`src/common/dcache_pkg.sv`:
```
// --------------------------------------------------
// shared geometry, address fields and types for the
// 4-way data cache. every RTL block takes what it
// needs through a wildcard import of this package.
// --------------------------------------------------

package dcache_pkg;

    // --------------------------------------------------
    // geometry
    // --------------------------------------------------
    localparam int unsigned NUM_WAYS       = 4;
    localparam int unsigned NUM_SETS       = 16;
    localparam int unsigned ADDR_W         = 32;
    localparam int unsigned WORD_W         = 64;
    localparam int unsigned LINE_W         = 128;
    localparam int unsigned WORDS_PER_LINE = LINE_W / WORD_W;
    localparam int unsigned BYTE_W         = 8;

    // address split: | tag | index | word sel | byte in word |
    localparam int unsigned OFFSET_W   = $clog2(LINE_W / BYTE_W);
    localparam int unsigned INDEX_W    = $clog2(NUM_SETS);
    localparam int unsigned TAG_W      = ADDR_W - INDEX_W - OFFSET_W;
    localparam int unsigned WORD_SEL_W = $clog2(WORDS_PER_LINE);
    localparam int unsigned WORD_OFF_W = OFFSET_W - WORD_SEL_W;

    // byte enables
    localparam int unsigned WORD_BE_W = WORD_W / BYTE_W;
    localparam int unsigned LINE_BE_W = LINE_W / BYTE_W;

    // width of the round-robin victim pointer
    localparam int unsigned WAY_IDX_W = $clog2(NUM_WAYS);

    // --------------------------------------------------
    // types
    // --------------------------------------------------
    typedef logic [NUM_WAYS-1:0] way_vec_t;
    typedef logic [TAG_W-1:0]    tag_t;
    typedef logic [INDEX_W-1:0]  index_t;
    typedef logic [WORD_W-1:0]   word_t;

    // a line is stored and moved as one vector, but selected and
    // merged word by word
    typedef union packed {
        logic [LINE_W-1:0]                vec;
        word_t [WORDS_PER_LINE-1:0]       words;
    } cache_line_t;

    typedef enum logic [2:0] {
        IDLE, LOOKUP, COMPARE, REFILL, MEM_WRITE, RESPOND
    } ctrl_state_t;

    // --------------------------------------------------
    // address field helpers
    // --------------------------------------------------
    function automatic tag_t addr_tag(input logic [ADDR_W-1:0] addr);
        return addr[ADDR_W-1 -: TAG_W];
    endfunction

    function automatic index_t addr_index(input logic [ADDR_W-1:0] addr);
        return addr[OFFSET_W +: INDEX_W];
    endfunction

    function automatic logic [WORD_SEL_W-1:0] addr_word(input logic [ADDR_W-1:0] addr);
        return addr[WORD_OFF_W +: WORD_SEL_W];
    endfunction

endpackage

```
`src/common/way_if.sv`:
```
// --------------------------------------------------
// bundle between the cache controller, the ways and
// the way selector. the controller drives lookup and
// write, each way drives its own slice of the results
// --------------------------------------------------

`timescale 1ns/1ps

interface way_if import dcache_pkg::*; ();

    // lookup and write request from the controller
    index_t                 index;
    tag_t                   tag;
    logic                   rd_en;
    way_vec_t               wr_en;
    cache_line_t            wr_line;
    logic [LINE_BE_W-1:0]   wr_be;
    logic [WORD_SEL_W-1:0]  word_sel;

    // per-way results, one bit / one line per way
    way_vec_t                   hit_way;
    cache_line_t [NUM_WAYS-1:0] rd_line;

    // reduced result from the selector
    logic   hit;
    word_t  word;

    // controller also reads hit_way to pick the way for a store hit
    modport ctrl (
        output index, tag, rd_en, wr_en, wr_line, wr_be, word_sel,
        input  hit_way, hit, word
    );

    modport way (
        input  index, tag, rd_en, wr_en, wr_line, wr_be,
        output hit_way, rd_line
    );

    modport sel (
        input  hit_way, rd_line, word_sel,
        output hit, word
    );

endinterface

```
`src/dcache/way_select.sv`:
```
// --------------------------------------------------
// reduces the per-way lookup results to one hit flag
// and the addressed word of the hitting line. purely
// combinational
// --------------------------------------------------

`timescale 1ns/1ps

module way_select import dcache_pkg::*; (
    way_if.sel  port
);

    cache_line_t hit_line;

    // --------------------------------------------------
    // line mux
    // --------------------------------------------------
    // and-or mux, relies on the hit vector being one-hot or zero
    always_comb begin
        hit_line = '0;
        for (int unsigned w = 0; w < NUM_WAYS; w++) begin
            hit_line.vec = hit_line.vec | ({LINE_W{port.hit_way[w]}} & port.rd_line[w].vec);
        end
    end

    assign port.hit = |port.hit_way;

    // word picked from the line by the stored offset bit
    assign port.word = hit_line.words[port.word_sel];

    // a tag may live in only one way of a set, so more than one
    // hit means the refill installed a duplicate
    always_comb begin
        one_hit_a: assert final ($onehot0(port.hit_way))
            else $error("more than one way hit: %b", port.hit_way);
    end

endmodule

```
`src/flat_wrapper.sv`:
```
// flat-port wrapper written by rule: the top's interface ports become plain ports
module way_select_flat import dcache_pkg::*;
  (port_hit_way, port_rd_line, port_word_sel, port_hit, port_word);
  way_if port_i ();
  input wire logic [$bits(port_i.hit_way)-1:0] port_hit_way;
  input wire logic [$bits(port_i.rd_line)-1:0] port_rd_line;
  input wire logic [$bits(port_i.word_sel)-1:0] port_word_sel;
  output wire logic [$bits(port_i.hit)-1:0] port_hit;
  output wire logic [$bits(port_i.word)-1:0] port_word;
  assign port_i.hit_way = port_hit_way;
  assign port_i.rd_line = port_rd_line;
  assign port_i.word_sel = port_word_sel;
  assign port_hit = port_i.hit;
  assign port_word = port_i.word;
  way_select u_core (.port(port_i));
endmodule
```
`config.mk`:
```
export PLATFORM = sky130hd
export DESIGN_NAME = way_select_flat
export DESIGN_NICKNAME = d
export VERILOG_FILES = /design/src/common/dcache_pkg.sv /design/src/common/way_if.sv /design/src/dcache/way_select.sv /design/src/flat_wrapper.sv
export SDC_FILE = /design/constraint.sdc
export NUM_CORES = 1
export LEC_CHECK = 0
export BUFFER_PORTS_ARGS = -buffer_cell sky130_fd_sc_hd__buf_4
export CAP_MARGIN = 10
export CORE_AREA = 2 2 228 230
export DETAILED_ROUTE_END_ITERATION = 7
export DIE_AREA = 0 0 230 232
export MAX_ROUTING_LAYER = met4
export PLACE_DENSITY = 0.3
export SLEW_MARGIN = 10
export SYNTH_ARGS = -nofsm -noshare
export SYNTH_HDL_FRONTEND = slang
export SYNTH_SLANG_ARGS = --single-unit
```
`constraint.sdc`:
```
create_clock -name vclk -period 1.84
set_input_delay 0.184 -clock vclk [all_inputs]
set_output_delay 0.184 -clock vclk [all_outputs]
set_load 0.02 [all_outputs]
```
Yosys cells after proc, flatten, opt, wreduce, memory -nomap -nowiden
Index checks and enable logic that the tools add are counted.
- memories: 0
- bits in latches: 0
- bits in writable memories: 0
- word-level logic and storage cells: 11
- memory bits (read-only): 0
- bits in registers: 0
- output and inout port bits: 65
- eq/ne operators: 0
- multiply operators: 0
- add/sub/neg operators: 0
- shift operators: 0
- bitwise gates (word level): 7
- $lt $le $gt $ge: 1
- muxes and demuxes: 2
- div/mod/pow operators: 0
- reduce and logical (&&, ||, !) cells: 1
- operators by type and width (kind ; number):
    $and 128x128->128 ; 4
    $or 128x128->128 ; 3
    $mux 64 ; 2
    $reduce_or 4->1 ; 1
    $lt 1x2->1 const B ; 1

Depth between registers and ports, before layout
- word-level depth: 6
- gate-level depth with buffers: 5
- gate-level depth less buffers: 3

Worst setup path before layout
No wires, ideal clock.
- path type: input to output
- start point: input port port_hit_way[1]
- end point: output port port_word[55]
- data arrival time: 1214 ps
- setup slack: 442 ps
- required time: 1656 ps
- stages on the path: 5
- cells stage by stage: buf_2 -> buf_1 -> a22o_1 -> nor3_1 -> a31oi_1
- word-level cells in the longest chain between the ends: 6
- ends and longest elaborated chain (item ; RTL line ; text):
    from (decl) ; flat_wrapper.sv:5 ; input wire logic [$bits(port_i.hit_way)-1:0] port_hit_way;
    $and 128x128->128 ; way_select.sv:22 ; hit_line.vec = hit_line.vec | ({LINE_W{port.hit_way[w]}} & port.rd_line[w].vec);
    $or 128x128->128 (3 in series) ; way_select.sv:22 ;
    $mux 64 (implied by the code) (2 in series) ; way_select.sv:29 ; assign port.word = hit_line.words[port.word_sel];
    to (decl) ; flat_wrapper.sv:9 ; output wire logic [$bits(port_i.word)-1:0] port_word;
Every way passes these cells. The select of a mux whose other input is x is not followed.

Worst setup path after layout
- start point: input port port_hit_way[1]
- end point: output port port_word[39]
Same word-level chain as after synthesis.

==> impl_metrics.ini <==
[run_status]
status = finished, final reports clean

[pwr]
swShare = 0.4222
peakVddDrop_v = 0.0001217
total_power_mw = 2.322
p_sw_mw = 0.9806
power_frac_comb = 1.000
p_int_mw = 1.342
p_per_area_mw_per_mm2 = 266.9
p_clk_frac = 0
p_leak_nw = 4.160
power_frac_seq = 0

[global_route]
grt_overflow = 0
antenna_found_initial = 0
grt_pass1_vias = 6738
grt_first_pass_wirelength_um = 45500
grt_max_degree = 51
grt_usage = 0.1152

[cts]
cts_resized = 0
postCtsHoldBufs = 0
postCtsSetupRepairBufs = 0

[placement]
gp_congestion = 0.8802
pre_cts_slack_ns = 0.1123
port_buffers = 582
dp_hpwl_um = 28390

[synthesis]
syn_inst = 438
yosys.area_share.adder = 0
syn_area_sq_mm = 0.003257
synthesis.nets = 955
seq_area_frac_synth = 0
synthSimpleGateAreaFrac = 0.07607
synth.distinct_cells = 14
yosysWarnings = 0
synth-compound-area-share = 0.7069
syn_area_per_cell_sq_um = 7.436
synth_mux_area_frac = 0.1045
synthXorXnorAreaFrac = 0
synth_top_family_by_area = compound AO/OA/AOI/OAI gates

[layout]
nets = 1522
clock_buffers = 0
regArea_sq_um = 0
drive_above_1_share = 0.6481
antennaDiodeCount = 0
layout-area-overhead-vs-synth_pct = 167.2
seq_cells = 0

[floorplanning]
start_util = 0.06400
die_area_sq_mm = 0.05336
die-width_um = 230
num_rows = 83
coreArea_sq_mm = 0.05089
die_h_um = 232
ioPinCount = 582

[routing]
top_layer_used = met4
wl_um = 33230
wl_per_cell_um = 19.75
wl_met2_um = 17270
wl_met3_um = 2077
ant_nets = 0
vias = 6605
drt_iter0_markers = 354
firstDrtPassIters = 6
vias_per_cell = 3.925
met1Wirelength_um = 13430
drc_errors = 0

[sta]
achievable-frequency_mhz = 593.7
rsz0062_at_grt = no
fin_setup_tns_ns = 0
drv_slew = 0
post-route-period-util = 0.9155
worst_pin_slew_ns = 0.4193
setup_ws_ns = 0.1556
maxSlewHeadroom = 0.7183
setup_viol = 0
hold_viol = 0
period_minus_slack_ns = 1.684

[worst_setup_path]
cp-start-kind = input port
path_class = in -> out
path_max_fanout = 16
critPathArrivalTime_ns = 1.50
cp-end-kind = primary output
required_ns = 1.66

[min_path]
min_to = port_word[61]
hold_depth = 3
hold_path.class = in -> out
holdCritStartpoint = port_hit_way[3]

[run]
drv_cap = 0
logic make-up after synthesis:
family                 Yosys count
muxes                           32
buffers and inverters           69
and+or+nand+nor                 49
AOI/OAI and AO/OA              288
worst max-delay path by stage:
stage | to | from | cells past startpoint | slack [ns]
2_1_floorplan | port_word[55] | port_hit_way[1] | 5 | 0.44
3_3_place_gp | port_word[39] | port_hit_way[1] | 6 | 0.12
3_5_place_dp | port_word[57] | port_hit_way[1] | 6 | 0.11
4_1_cts | port_word[57] | port_hit_way[1] | 6 | 0.11
5_1_grt | port_word[57] | port_hit_way[1] | 6 | 0.06
6_report | port_word[39] | port_hit_way[1] | 6 | 0.16
metrics by stage:
step                cells    util  cell area, sq um  hold slack [ns]
finish               1683  0.1710              8701           0.7955
global placement     1683  0.1710              8701           0.8000
global route         1683  0.1710              8701           0.8173
detailed placement   1683  0.1710              8701           0.7954
floorplan             438       -              3257           0.6864
CTS                  1683  0.1710              8701           0.7947
power groups by stage:
stage	logic, mW	clock network, mW	registers (mW)
after floorplan	0.898	0	0
after global placement	2.37	0	0
after detailed placement	2.34	0	0
after CTS	2.35	0	0
after global routing	2.48	0	0
final	2.32	0	0
critical path, cell delays in order:
cell and delay, ns:
buf_4 0.24, buf_12 0.21, buf_4 0.16, a22oi_1 0.08, a31oi_1 0.37, buf_4 0.22
area by class of cell:
cell class | instances | area [sq um]
Fill cell | 5862 | 42190
Timing Repair Buffer | 634 | 4960
Tap cell | 680 | 850.8
Multi-Input combinational cell | 369 | 2890
routing by layer:
metal / vias up / track usage
met5: - / -
met4: 0 / 0.01310
met3: 20 / 0.01375
met2: 372 / 0.2122
met1: 3123 / 0.1374
li1: 3090 / -
synthesized netlist by cell type:
cell | n | area (sq um)
a22oi_1 | 96 | 720.7
buf_2 | 47 | 235.2
buf_6 | 6 | 67.56
a31oi_1 | 48 | 300.3
a22o_1 | 96 | 840.8
buf_1 | 7 | 26.28
a21o_1 | 16 | 120.1
buf_4 | 1 | 7.510
clkbuf_1 | 8 | 30.03
nor3_1 | 48 | 240.2
a222oi_1 | 32 | 320.3
mux2_2 | 16 | 180.2
mux2i_1 | 16 | 160.2
or4_1 | 1 | 7.510
placed cells by master (no fill, tap or decap):
cell      Yosys  final
nor3_1       48     48
buf_12        0     16
mux2_2       16     16
a22oi_1      96     96
mux2i_1      16     16
or4_1         1      1
a222oi_1     32     32
a22o_1       96     96
a31oi_1      48     48
a21o_1       16     16
buf_4         1    618
Power figures use the tool's default switching activity.
