File: config.mk
export PLATFORM = sky130hd
export DESIGN_NAME = dcache_ctrl_flat
export DESIGN_NICKNAME = d
export VERILOG_FILES = /design/src/common/dcache_pkg.sv /design/src/common/way_if.sv /design/src/dcache/dcache_ctrl.sv /design/src/flat_wrapper.sv
export SDC_FILE = /design/constraint.sdc
export NUM_CORES = 1
export LEC_CHECK = 0
export ABC_AREA = 1
export BUFFER_PORTS_ARGS = -buffer_cell sky130_fd_sc_hd__buf_2
export CAP_MARGIN = 30
export CORE_AREA = 2 2 282 284
export CTS_CLUSTER_SIZE = 8
export DETAILED_ROUTE_END_ITERATION = 10
export DIE_AREA = 0 0 284 286
export PLACE_DENSITY = 0.34
export SLEW_MARGIN = 30
export SYNTH_ARGS = -nofsm -noshare
export SYNTH_HDL_FRONTEND = slang
export SYNTH_SLANG_ARGS = --single-unit
export TNS_END_PERCENT = 5
File: constraint.sdc
create_clock -name clk_i -period 8.9 [get_ports clk_i]
set_input_delay 2.225 -clock clk_i [delete_from_list [all_inputs] [get_ports clk_i]]
set_output_delay 2.225 -clock clk_i [all_outputs]
set_load 0.03 [all_outputs]
File: src/common/dcache_pkg.sv
// --------------------------------------------------
// shared geometry, address fields and types for the
// 4-way data cache. every RTL block takes what it
// needs through a wildcard import of this package.
// --------------------------------------------------

package dcache_pkg;

    // --------------------------------------------------
    // geometry
    // --------------------------------------------------
    localparam int unsigned NUM_WAYS       = 4;
    localparam int unsigned NUM_SETS       = 16;
    localparam int unsigned ADDR_W         = 32;
    localparam int unsigned WORD_W         = 64;
    localparam int unsigned LINE_W         = 128;
    localparam int unsigned WORDS_PER_LINE = LINE_W / WORD_W;
    localparam int unsigned BYTE_W         = 8;

    // address split: | tag | index | word sel | byte in word |
    localparam int unsigned OFFSET_W   = $clog2(LINE_W / BYTE_W);
    localparam int unsigned INDEX_W    = $clog2(NUM_SETS);
    localparam int unsigned TAG_W      = ADDR_W - INDEX_W - OFFSET_W;
    localparam int unsigned WORD_SEL_W = $clog2(WORDS_PER_LINE);
    localparam int unsigned WORD_OFF_W = OFFSET_W - WORD_SEL_W;

    // byte enables
    localparam int unsigned WORD_BE_W = WORD_W / BYTE_W;
    localparam int unsigned LINE_BE_W = LINE_W / BYTE_W;

    // width of the round-robin victim pointer
    localparam int unsigned WAY_IDX_W = $clog2(NUM_WAYS);

    // --------------------------------------------------
    // types
    // --------------------------------------------------
    typedef logic [NUM_WAYS-1:0] way_vec_t;
    typedef logic [TAG_W-1:0]    tag_t;
    typedef logic [INDEX_W-1:0]  index_t;
    typedef logic [WORD_W-1:0]   word_t;

    // a line is stored and moved as one vector, but selected and
    // merged word by word
    typedef union packed {
        logic [LINE_W-1:0]                vec;
        word_t [WORDS_PER_LINE-1:0]       words;
    } cache_line_t;

    typedef enum logic [2:0] {
        IDLE, LOOKUP, COMPARE, REFILL, MEM_WRITE, RESPOND
    } ctrl_state_t;

    // --------------------------------------------------
    // address field helpers
    // --------------------------------------------------
    function automatic tag_t addr_tag(input logic [ADDR_W-1:0] addr);
        return addr[ADDR_W-1 -: TAG_W];
    endfunction

    function automatic index_t addr_index(input logic [ADDR_W-1:0] addr);
        return addr[OFFSET_W +: INDEX_W];
    endfunction

    function automatic logic [WORD_SEL_W-1:0] addr_word(input logic [ADDR_W-1:0] addr);
        return addr[WORD_OFF_W +: WORD_SEL_W];
    endfunction

endpackage

File: src/common/way_if.sv
// --------------------------------------------------
// bundle between the cache controller, the ways and
// the way selector. the controller drives lookup and
// write, each way drives its own slice of the results
// --------------------------------------------------

`timescale 1ns/1ps

interface way_if import dcache_pkg::*; ();

    // lookup and write request from the controller
    index_t                 index;
    tag_t                   tag;
    logic                   rd_en;
    way_vec_t               wr_en;
    cache_line_t            wr_line;
    logic [LINE_BE_W-1:0]   wr_be;
    logic [WORD_SEL_W-1:0]  word_sel;

    // per-way results, one bit / one line per way
    way_vec_t                   hit_way;
    cache_line_t [NUM_WAYS-1:0] rd_line;

    // reduced result from the selector
    logic   hit;
    word_t  word;

    // controller also reads hit_way to pick the way for a store hit
    modport ctrl (
        output index, tag, rd_en, wr_en, wr_line, wr_be, word_sel,
        input  hit_way, hit, word
    );

    modport way (
        input  index, tag, rd_en, wr_en, wr_line, wr_be,
        output hit_way, rd_line
    );

    modport sel (
        input  hit_way, rd_line, word_sel,
        output hit, word
    );

endinterface

File: src/dcache/dcache_ctrl.sv
// --------------------------------------------------
// cache controller FSM. serves one core request at a
// time over a four-phase req/ack port, runs lookups,
// refills misses from memory, and writes every store
// through to memory with byte enables
// --------------------------------------------------

`timescale 1ns/1ps

module dcache_ctrl import dcache_pkg::*; (
    input  logic                  clk_i,
    input  logic                  rst_ni,
    // core port
    input  logic                  req_i,
    input  logic                  we_i,
    input  logic [ADDR_W-1:0]     addr_i,
    input  word_t                 wdata_i,
    input  logic [WORD_BE_W-1:0]  be_i,
    output logic                  ack_o,
    output word_t                 rdata_o,
    // memory port
    output logic                  mem_req_o,
    output logic                  mem_we_o,
    output logic [ADDR_W-1:0]     mem_addr_o,
    output cache_line_t           mem_wdata_o,
    output logic [LINE_BE_W-1:0]  mem_be_o,
    input  logic                  mem_ack_i,
    input  cache_line_t           mem_rdata_i,
    // ways and selector
    way_if.ctrl                   ways
);

    ctrl_state_t state_q, state_d;

    // registered request
    logic                   we_q;
    tag_t                   tag_q;
    index_t                 index_q;
    logic [WORD_SEL_W-1:0]  wsel_q;
    word_t                  wdata_q;
    logic [WORD_BE_W-1:0]   be_q;

    // response and handshake state
    word_t                  rdata_q, rdata_d;
    logic                   rdata_load;
    logic                   ack_q, ack_d;
    logic                   mem_done_q, mem_done_d;
    logic [WAY_IDX_W-1:0]   victim_q, victim_d;

    // store data placed in its word of a line
    cache_line_t            store_line;
    logic [LINE_BE_W-1:0]   store_be;

    // --------------------------------------------------
    // store merge
    // --------------------------------------------------
    always_comb begin
        store_line = '0;
        store_line.words[wsel_q] = wdata_q;
        // word enables shifted into the addressed half of the line
        store_be = LINE_BE_W'(be_q) << (wsel_q * WORD_BE_W);
    end

    // lookup address always comes from the captured request
    assign ways.index    = index_q;
    assign ways.tag      = tag_q;
    assign ways.word_sel = wsel_q;

    // --------------------------------------------------
    // FSM
    // --------------------------------------------------
    always_comb begin
        state_d      = state_q;
        ack_d        = ack_q;
        mem_done_d   = mem_done_q;
        victim_d     = victim_q;
        rdata_d      = ways.word;
        rdata_load   = 1'b0;
        ways.rd_en   = 1'b0;
        ways.wr_en   = '0;
        ways.wr_line = store_line;
        ways.wr_be   = store_be;

        unique case (state_q)
            IDLE: begin
                if (req_i) begin
                    state_d = LOOKUP;
                end
            end
            LOOKUP: begin
                // ways register tag compare and line on this edge
                ways.rd_en = 1'b1;
                state_d    = COMPARE;
            end
            COMPARE: begin
                if (we_q) begin
                    // write-through, update the cached copy only on a hit
                    if (ways.hit) begin
                        ways.wr_en = ways.hit_way;
                    end
                    state_d = MEM_WRITE;
                end else if (ways.hit) begin
                    rdata_load = 1'b1;
                    state_d    = RESPOND;
                end else begin
                    state_d = REFILL;
                end
            end
            REFILL: begin
                if (!mem_done_q && mem_ack_i) begin
                    // install the full line in the victim way
                    ways.wr_en   = way_vec_t'(1) << victim_q;
                    ways.wr_line = mem_rdata_i;
                    ways.wr_be   = '1;
                    rdata_d      = mem_rdata_i.words[wsel_q];
                    rdata_load   = 1'b1;
                    victim_d     = victim_q + WAY_IDX_W'(1);
                    mem_done_d   = 1'b1;
                end else if (mem_done_q && !mem_ack_i) begin
                    mem_done_d = 1'b0;
                    state_d    = RESPOND;
                end
            end
            MEM_WRITE: begin
                if (!mem_done_q && mem_ack_i) begin
                    mem_done_d = 1'b1;
                end else if (mem_done_q && !mem_ack_i) begin
                    mem_done_d = 1'b0;
                    state_d    = RESPOND;
                end
            end
            RESPOND: begin
                // raise ack, then hold it until the core drops req
                if (!ack_q) begin
                    ack_d = 1'b1;
                end else if (!req_i) begin
                    ack_d   = 1'b0;
                    state_d = IDLE;
                end
            end
            default: begin
                state_d = IDLE;
            end
        endcase
    end

    // --------------------------------------------------
    // registers
    // --------------------------------------------------
    always_ff @(posedge clk_i or negedge rst_ni) begin
        if (!rst_ni) begin
            state_q    <= IDLE;
            ack_q      <= 1'b0;
            mem_done_q <= 1'b0;
            victim_q   <= '0;
        end else begin
            state_q    <= state_d;
            ack_q      <= ack_d;
            mem_done_q <= mem_done_d;
            victim_q   <= victim_d;
        end
    end

    // request and read data
    always_ff @(posedge clk_i) begin
        if (state_q == IDLE && req_i) begin
            we_q    <= we_i;
            tag_q   <= addr_tag(addr_i);
            index_q <= addr_index(addr_i);
            wsel_q  <= addr_word(addr_i);
            wdata_q <= wdata_i;
            be_q    <= be_i;
        end
        if (rdata_load) begin
            rdata_q <= rdata_d;
        end
    end

    // --------------------------------------------------
    // outputs
    // --------------------------------------------------
    assign ack_o       = ack_q;
    assign rdata_o     = rdata_q;
    assign mem_req_o   = (state_q == REFILL || state_q == MEM_WRITE) && !mem_done_q;
    assign mem_we_o    = (state_q == MEM_WRITE);
    assign mem_addr_o  = {tag_q, index_q, {OFFSET_W{1'b0}}};
    assign mem_wdata_o = store_line;
    assign mem_be_o    = store_be;

    // memory request is held until the memory answers
    mem_req_hold_a: assert property (
        @(posedge clk_i) disable iff (!rst_ni)
        mem_req_o && !mem_ack_i |=> mem_req_o
    ) else $error("mem_req_o dropped before mem_ack_i");

endmodule

File: src/flat_wrapper.sv
// flat-port wrapper written by rule: the top's interface ports become plain ports
module dcache_ctrl_flat import dcache_pkg::*;
  (clk_i, rst_ni, req_i, we_i, addr_i, wdata_i, be_i, ack_o, rdata_o, mem_req_o, mem_we_o, mem_addr_o, mem_wdata_o, mem_be_o, mem_ack_i, mem_rdata_i, ways_index, ways_tag, ways_rd_en, ways_wr_en, ways_wr_line, ways_wr_be, ways_word_sel, ways_hit_way, ways_hit, ways_word);
  way_if ways_i ();
  input  logic clk_i;
  input  logic rst_ni;
  input  logic req_i;
  input  logic we_i;
  input  logic [ADDR_W-1:0] addr_i;
  input  word_t wdata_i;
  input  logic [WORD_BE_W-1:0] be_i;
  output logic ack_o;
  output word_t rdata_o;
  output logic mem_req_o;
  output logic mem_we_o;
  output logic [ADDR_W-1:0] mem_addr_o;
  output cache_line_t mem_wdata_o;
  output logic [LINE_BE_W-1:0] mem_be_o;
  input  logic mem_ack_i;
  input  cache_line_t mem_rdata_i;
  output wire logic [$bits(ways_i.index)-1:0] ways_index;
  output wire logic [$bits(ways_i.tag)-1:0] ways_tag;
  output wire logic [$bits(ways_i.rd_en)-1:0] ways_rd_en;
  output wire logic [$bits(ways_i.wr_en)-1:0] ways_wr_en;
  output wire logic [$bits(ways_i.wr_line)-1:0] ways_wr_line;
  output wire logic [$bits(ways_i.wr_be)-1:0] ways_wr_be;
  output wire logic [$bits(ways_i.word_sel)-1:0] ways_word_sel;
  input wire logic [$bits(ways_i.hit_way)-1:0] ways_hit_way;
  input wire logic [$bits(ways_i.hit)-1:0] ways_hit;
  input wire logic [$bits(ways_i.word)-1:0] ways_word;
  assign ways_index = ways_i.index;
  assign ways_tag = ways_i.tag;
  assign ways_rd_en = ways_i.rd_en;
  assign ways_wr_en = ways_i.wr_en;
  assign ways_wr_line = ways_i.wr_line;
  assign ways_wr_be = ways_i.wr_be;
  assign ways_word_sel = ways_i.word_sel;
  assign ways_i.hit_way = ways_hit_way;
  assign ways_i.hit = ways_hit;
  assign ways_i.word = ways_word;
  dcache_ctrl u_core (.clk_i(clk_i), .rst_ni(rst_ni), .req_i(req_i), .we_i(we_i), .addr_i(addr_i), .wdata_i(wdata_i), .be_i(be_i), .ack_o(ack_o), .rdata_o(rdata_o), .mem_req_o(mem_req_o), .mem_we_o(mem_we_o), .mem_addr_o(mem_addr_o), .mem_wdata_o(mem_wdata_o), .mem_be_o(mem_be_o), .mem_ack_i(mem_ack_i), .mem_rdata_i(mem_rdata_i), .ways(ways_i));
endmodule
== Word level (Yosys, flattened, before mapping) ==
Index checks and enable logic that the tools add are counted.

* Add/sub/neg operators: 1
* Multipliers: 0
* Divide/modulo/power cells: 0
* $lt $le $gt $ge: 2
* Equality and inequality tests: 10
* Shifts and indexed selects: 2
* Muxes and demuxes: 31
* Bitwise operators: 1
* Reductions and logical operators: 14

{| class="wikitable"
|+ Operators with widths
! operator !! number
|-
| two-way mux 64 bit || 5
|-
| two-way mux 128 bit || 2
|-
| bitwise AND 128 bit || 1
|-
| demux 64 bit (select 1 bit) || 1
|-
| two-way mux 16 bit || 2
|-
| two-way mux 3 bit || 7
|-
| << shifter 8 x 4 -> 16 bit || 1
|-
| one-hot mux 3 bit (5 select lines) || 1
|-
| two-way mux 4 bit || 3
|-
| two-way mux 1 bit || 8
|-
| one-hot mux 4 bit (2 select lines) || 1
|-
| == test 3 x 2 -> 1 bit, second input constant || 2
|-
| == test 3 bit, second input constant || 2
|-
| inequality test 2 bit, second input constant || 3
|-
| logical AND 1 bit || 5
|-
| AND reduction 5 bit || 1
|-
| inequality test 2 x 1 -> 1 bit, second input constant || 2
|-
| AND reduction 2 bit || 2
|-
| << shifter 1 x 2 -> 4 bit, first input constant || 1
|-
| == test 3 x 1 -> 1 bit, second input constant || 1
|-
| zero test 3 bit || 1
|-
| adder 2 x 1 -> 2 bit, second input constant || 1
|-
| zero test 1 bit || 2
|-
| < comparator 1 x 2 -> 1 bit, second input constant || 1
|-
| 5 further kinds || 5
|}

* Register bits after elaboration: 173
* Latch bits: 0
* Bits in writable memories: 0
* ROM bits: 0
* Bits of input ports: 306
* Output and inout bits: 421
* Logic and storage cells: 72
* Memories: 0

== Longest topological paths before layout ==
* Word-level depth: 7
* Gate-level depth with buffers: 8
* Gate-level depth less buffers: 8

== Worst setup path after synthesis ==
No wires, ideal clock.

* Path kind: input -> register
* Start: input port ways_hit
* End: register u_core.rdata_q[0], in the netlist u_core.rdata_o[0] (enable)
* Setup time: 0.575 ns
* Arrival: 6.771 ns
* Slack: 1.554 ns
* Stages on the path: 2
* Cells stage by stage: inv_1 o21ai_0

* Cells in the longest elaborated chain, start to end: 3

{| class="wikitable"
|+ RTL lines
! element !! line !! source
|-
| start: declaration || flat_wrapper.sv:29 || <nowiki>input wire logic [$bits(ways_i.hit)-1:0] ways_hit;</nowiki>
|-
| two-way mux 1 bit || dcache_ctrl.sv:102 || <nowiki>end else if (ways.hit) begin</nowiki>
|-
| two-way mux 1 bit || dcache_ctrl.sv:96 || <nowiki>if (we_q) begin</nowiki>
|-
| one-hot mux 1 bit (2 select lines) || dcache_ctrl.sv:84 || <nowiki>unique case (state_q)</nowiki>
|-
| net u_core.rdata_load || dcache_ctrl.sv:45 || <nowiki>logic rdata_load;</nowiki>
|-
| end signal: assignment || dcache_ctrl.sv:175 || <nowiki>rdata_q <= rdata_d;</nowiki>
|-
| end: declaration || dcache_ctrl.sv:44 || <nowiki>word_t rdata_q, rdata_d;</nowiki>
|}

The timed path passes the listed nets, and every way through them passes these cells.
A chain may end at the register's enable or synchronous reset.

== Final worst setup path ==
* Start: input port mem_ack_i
* End: output port ways_wr_line[121]

* Cells in the longest elaborated chain, start to end: 3

{| class="wikitable"
|+ RTL lines
! element !! line !! source
|-
| start: declaration || flat_wrapper.sv:19 || <nowiki>input logic mem_ack_i;</nowiki>
|-
| logical AND 1 bit || dcache_ctrl.sv:110 || <nowiki>if (!mem_done_q && mem_ack_i) begin</nowiki>
|-
| two-way mux 128 bit || dcache_ctrl.sv:110 ||
|-
| two-way mux 128 bit || dcache_ctrl.sv:84 ||
|-
| end: declaration || flat_wrapper.sv:25 || <nowiki>output wire logic [$bits(ways_i.wr_line)-1:0] ways_wr_line;</nowiki>
|}

Every way passes these cells.

==> metrics.cfg <==
[route]
post_drt_wl_per_cell_um = 18.56
drt-vias-per-instance = 3.747
dr.first_iter.drc_count = 653
drc = 0
detail-route-antenna-nets = 0
num_vias = 11110
drt_first_pass_iters = 5
drt-total-wl_um = 55050

[global_route]
overflow = 0
antenna_found_initial = 8
grt_pass1_wl_um = 76420
grt_usage_pct = 12.89
grt_pass1_vias = 10630
grt_max_degree = 127

[placed_design]
dpl.hpwl_um = 43270
postPlaceCellArea_um2 = 14550
post-place-ws_ns = 2.231
place.gp.congestion = 0.9234
portBuffers = 719

[layout]
drive_gt1_share_pct = 41.96
area_growth_pct = 50.62
nets = 2209
ff_latch_area_um2 = 5160
n_fill_cell = 9094
multi_input_area_um2 = 3709
finish.instance_area_um2 = 15160

[floorplan]
num_rows = 103
pin_count = 727
core_um2 = 78360
dieArea_um2 = 81220
start_util_pct = 12.84
dieWidth_um = 284
die_h_um = 286

[cts]
insertion_delay_ns = 0.48
numCtsBuffers = 17
cts_setup_buffers = 0
htreeDepth = 4
cts_root_buffer = clkbuf_16
ctsHoldBuffers = 0
clk_path_buf_depth = 2
clk_pin_slew_ns = 0.08
cts_sinks = 173
cts_tree = yes
cts_resized = 0

[timing]
slew_violations = 0
setup_viol = 0
maxSlewHeadroom_pct = 39.36
grt_setup_unrepaired = false
fin_crit_sh_pct = 74.16
layout_setup_ws_ns = 2.300
worst_slew_pin_slew_ns = 0.9097
finClkSkew_ns = 0.01387
hold_viol_final = 0
fmax_ghz = 0.1515
fin_crit_ns = 6.600
fin_tns_setup_ns = 0

[yosys]
synth_mux_area_share_pct = 0
avgSynthCellArea_um2 = 8.044
synthCells = 1251
synth_edf_count = 166
ys_seq_area_share_pct = 51.27
yosysTopAreaCellShare_pct = 49.53
synthXorXnorAreaFrac_pct = 0.08703
synth_compound_area_share_pct = 10.16
synth_area_leaders = edfxtp_1 50%, nand2_1 11%, nor2_1 10%
synth_cell_types = 23
synth_most_common_cell = nand2_1
synth_top_area_cell = edfxtp_1
synth_top_family_by_area = simple AND/OR/NAND/NOR gates
synth_fa_ha_area_share_pct = 0.8703
async_reset_ff_share_pct = 4.046
ys.warnings.count = 0
synth_common_cells = 298 x nand2_1, 272 x nor2_1, 166 x edfxtp_1
syn_area_um2 = 10060
synth-simple-area-share_pct = 24.97
synth_ff_type = edfxtp_1
synth-seq-cells = 173

[critical_path]
crit_type = in2out
endpoint_kind = output pin
required_ns = 6.68
critPathLaunchType = input port
critPathMaxFanout = 99
cp.arrival_ns = 4.38

[power]
power.density_nw_per_um2 = 257.2
irDropWorstVdd_uv = 91.85
leakagePower_uw = 0.008101

[outcome]
outcome = finished clean

[flow_run]
drv_cap = 0

[min_path]
worstHoldPathType = reg2reg

metrics by stage:
| stage | util, % | hold slack [ns] | cells | total power [uW] |
|---|---|---|---|---|
| detailed placement | 18.57 | 0.5229 | 2927 | 3152 |
| CTS | 19.32 | 0.5421 | 2959 | 3984 |
| floorplan | - | 0.4974 | 1254 | 2474 |
| global route | 19.34 | 0.5966 | 2963 | 4128 |
| finish | 19.34 | 0.5408 | 2965 | 3898 |
| global placement | 18.57 | 0.4975 | 2927 | 3157 |
power breakdown:
part / switching (uW) / internal, uW / total [uW]
logic: 1480 / 464 / 1950
clock network: 397 / 398 / 794
registers: 77.6 / 1080 / 1160
worst max-delay path, stage by stage:
cell     delay (ns)
buf_2          0.13
ha_4           0.45
nand2_8        0.34
buf_4          0.44
nor2_1         0.25
a21oi_1        0.07
buf_2          0.21
kinds of logic (layout without fill, tap and decap cells):
group | after synthesis | in the layout
and+or+nand+nor | 644 | 644
adders and majority gates | 7 | 7
xor gates and xnor gates | 1 | 1
other | 1 | 10
buffers and inverters | 278 | 933
DFF | 173 | 173
AOI/OAI and AO/OA | 147 | 147
worst paths after layout:
check,from,to,slack (ns),depth (start not counted)
min in group asynchronous,rst_ni,u_core.victim_q[0]$_DFFE_PN0P_,1.58,1
max in group asynchronous,rst_ni,u_core.mem_done_q$_DFFE_PN0P_,7.15,1
min,u_core.ack_o$_DFFE_PN0N_,u_core.ack_o$_DFFE_PN0N_,0.54,2
min reg2reg,u_core.ack_o$_DFFE_PN0N_,u_core.ack_o$_DFFE_PN0N_,0.54,2
max reg2reg,u_core.ways.word_sel$_DFFE_PP_,u_core.rdata_o[17]$_DFFE_PP_,5.92,6
max,mem_ack_i,ways_wr_line[121],2.30,7
layout by cell type, fill, tap and decap left out, drive strengths merged:
cell type,netlist,layout
a21oi,64,64
a31oi,1,1
buf,83,737
bufinv,0,1
clkbuf,31,18
clkinv,0,3
clkinvlp,0,5
conb,1,4
dfrtp,7,7
diode,0,6
edfxtp,166,166
ha,7,7
inv,164,169
nand2,299,299
nand3,70,70
nor2,273,273
nor3,2,2
o21ai,18,18
o31ai,64,64
xor2,1,1
sequential cells by signal (all words and copies together) (netlist names):
| register | flops |
|---|---|
| u_core.rdata_o | 64 |
| u_core.wdata_q | 64 |
| u_core.ways.tag | 24 |
| u_core.be_q | 8 |
| u_core.ways.index | 4 |
| u_core.state_q | 3 |
| u_core.victim_q | 2 |
| u_core.ack_o | 1 |
| u_core.mem_done_q | 1 |
| u_core.ways.word_sel | 1 |
| u_core.we_q | 1 |
layout make-up:
| cell class | count | area share (%) |
|---|---|---|
| flip-flops and latches | 173 | 34.04 |
| repair buffers | 737 | 24.80 |
| multi-input cells | 803 | 24.47 |
| well taps | 1050 | 8.668 |
| inverters | 164 | 4.070 |
| clock buffers | 18 | 2.831 |
| clock inverters | 14 | 1.024 |
| diodes | 6 | 0.09906 |
layer usage:
| layer | share of wire (%) | track usage, % |
|---|---|---|
| met3 | 6.0 | 2.616 |
| met4 | 1.4 | 3.579 |
| met2 | 50 | 21.83 |
| met5 | 0 | 0 |
| met1 | 43 | 16.59 |
No activity file was read; power rests on OpenSTA's default activity.
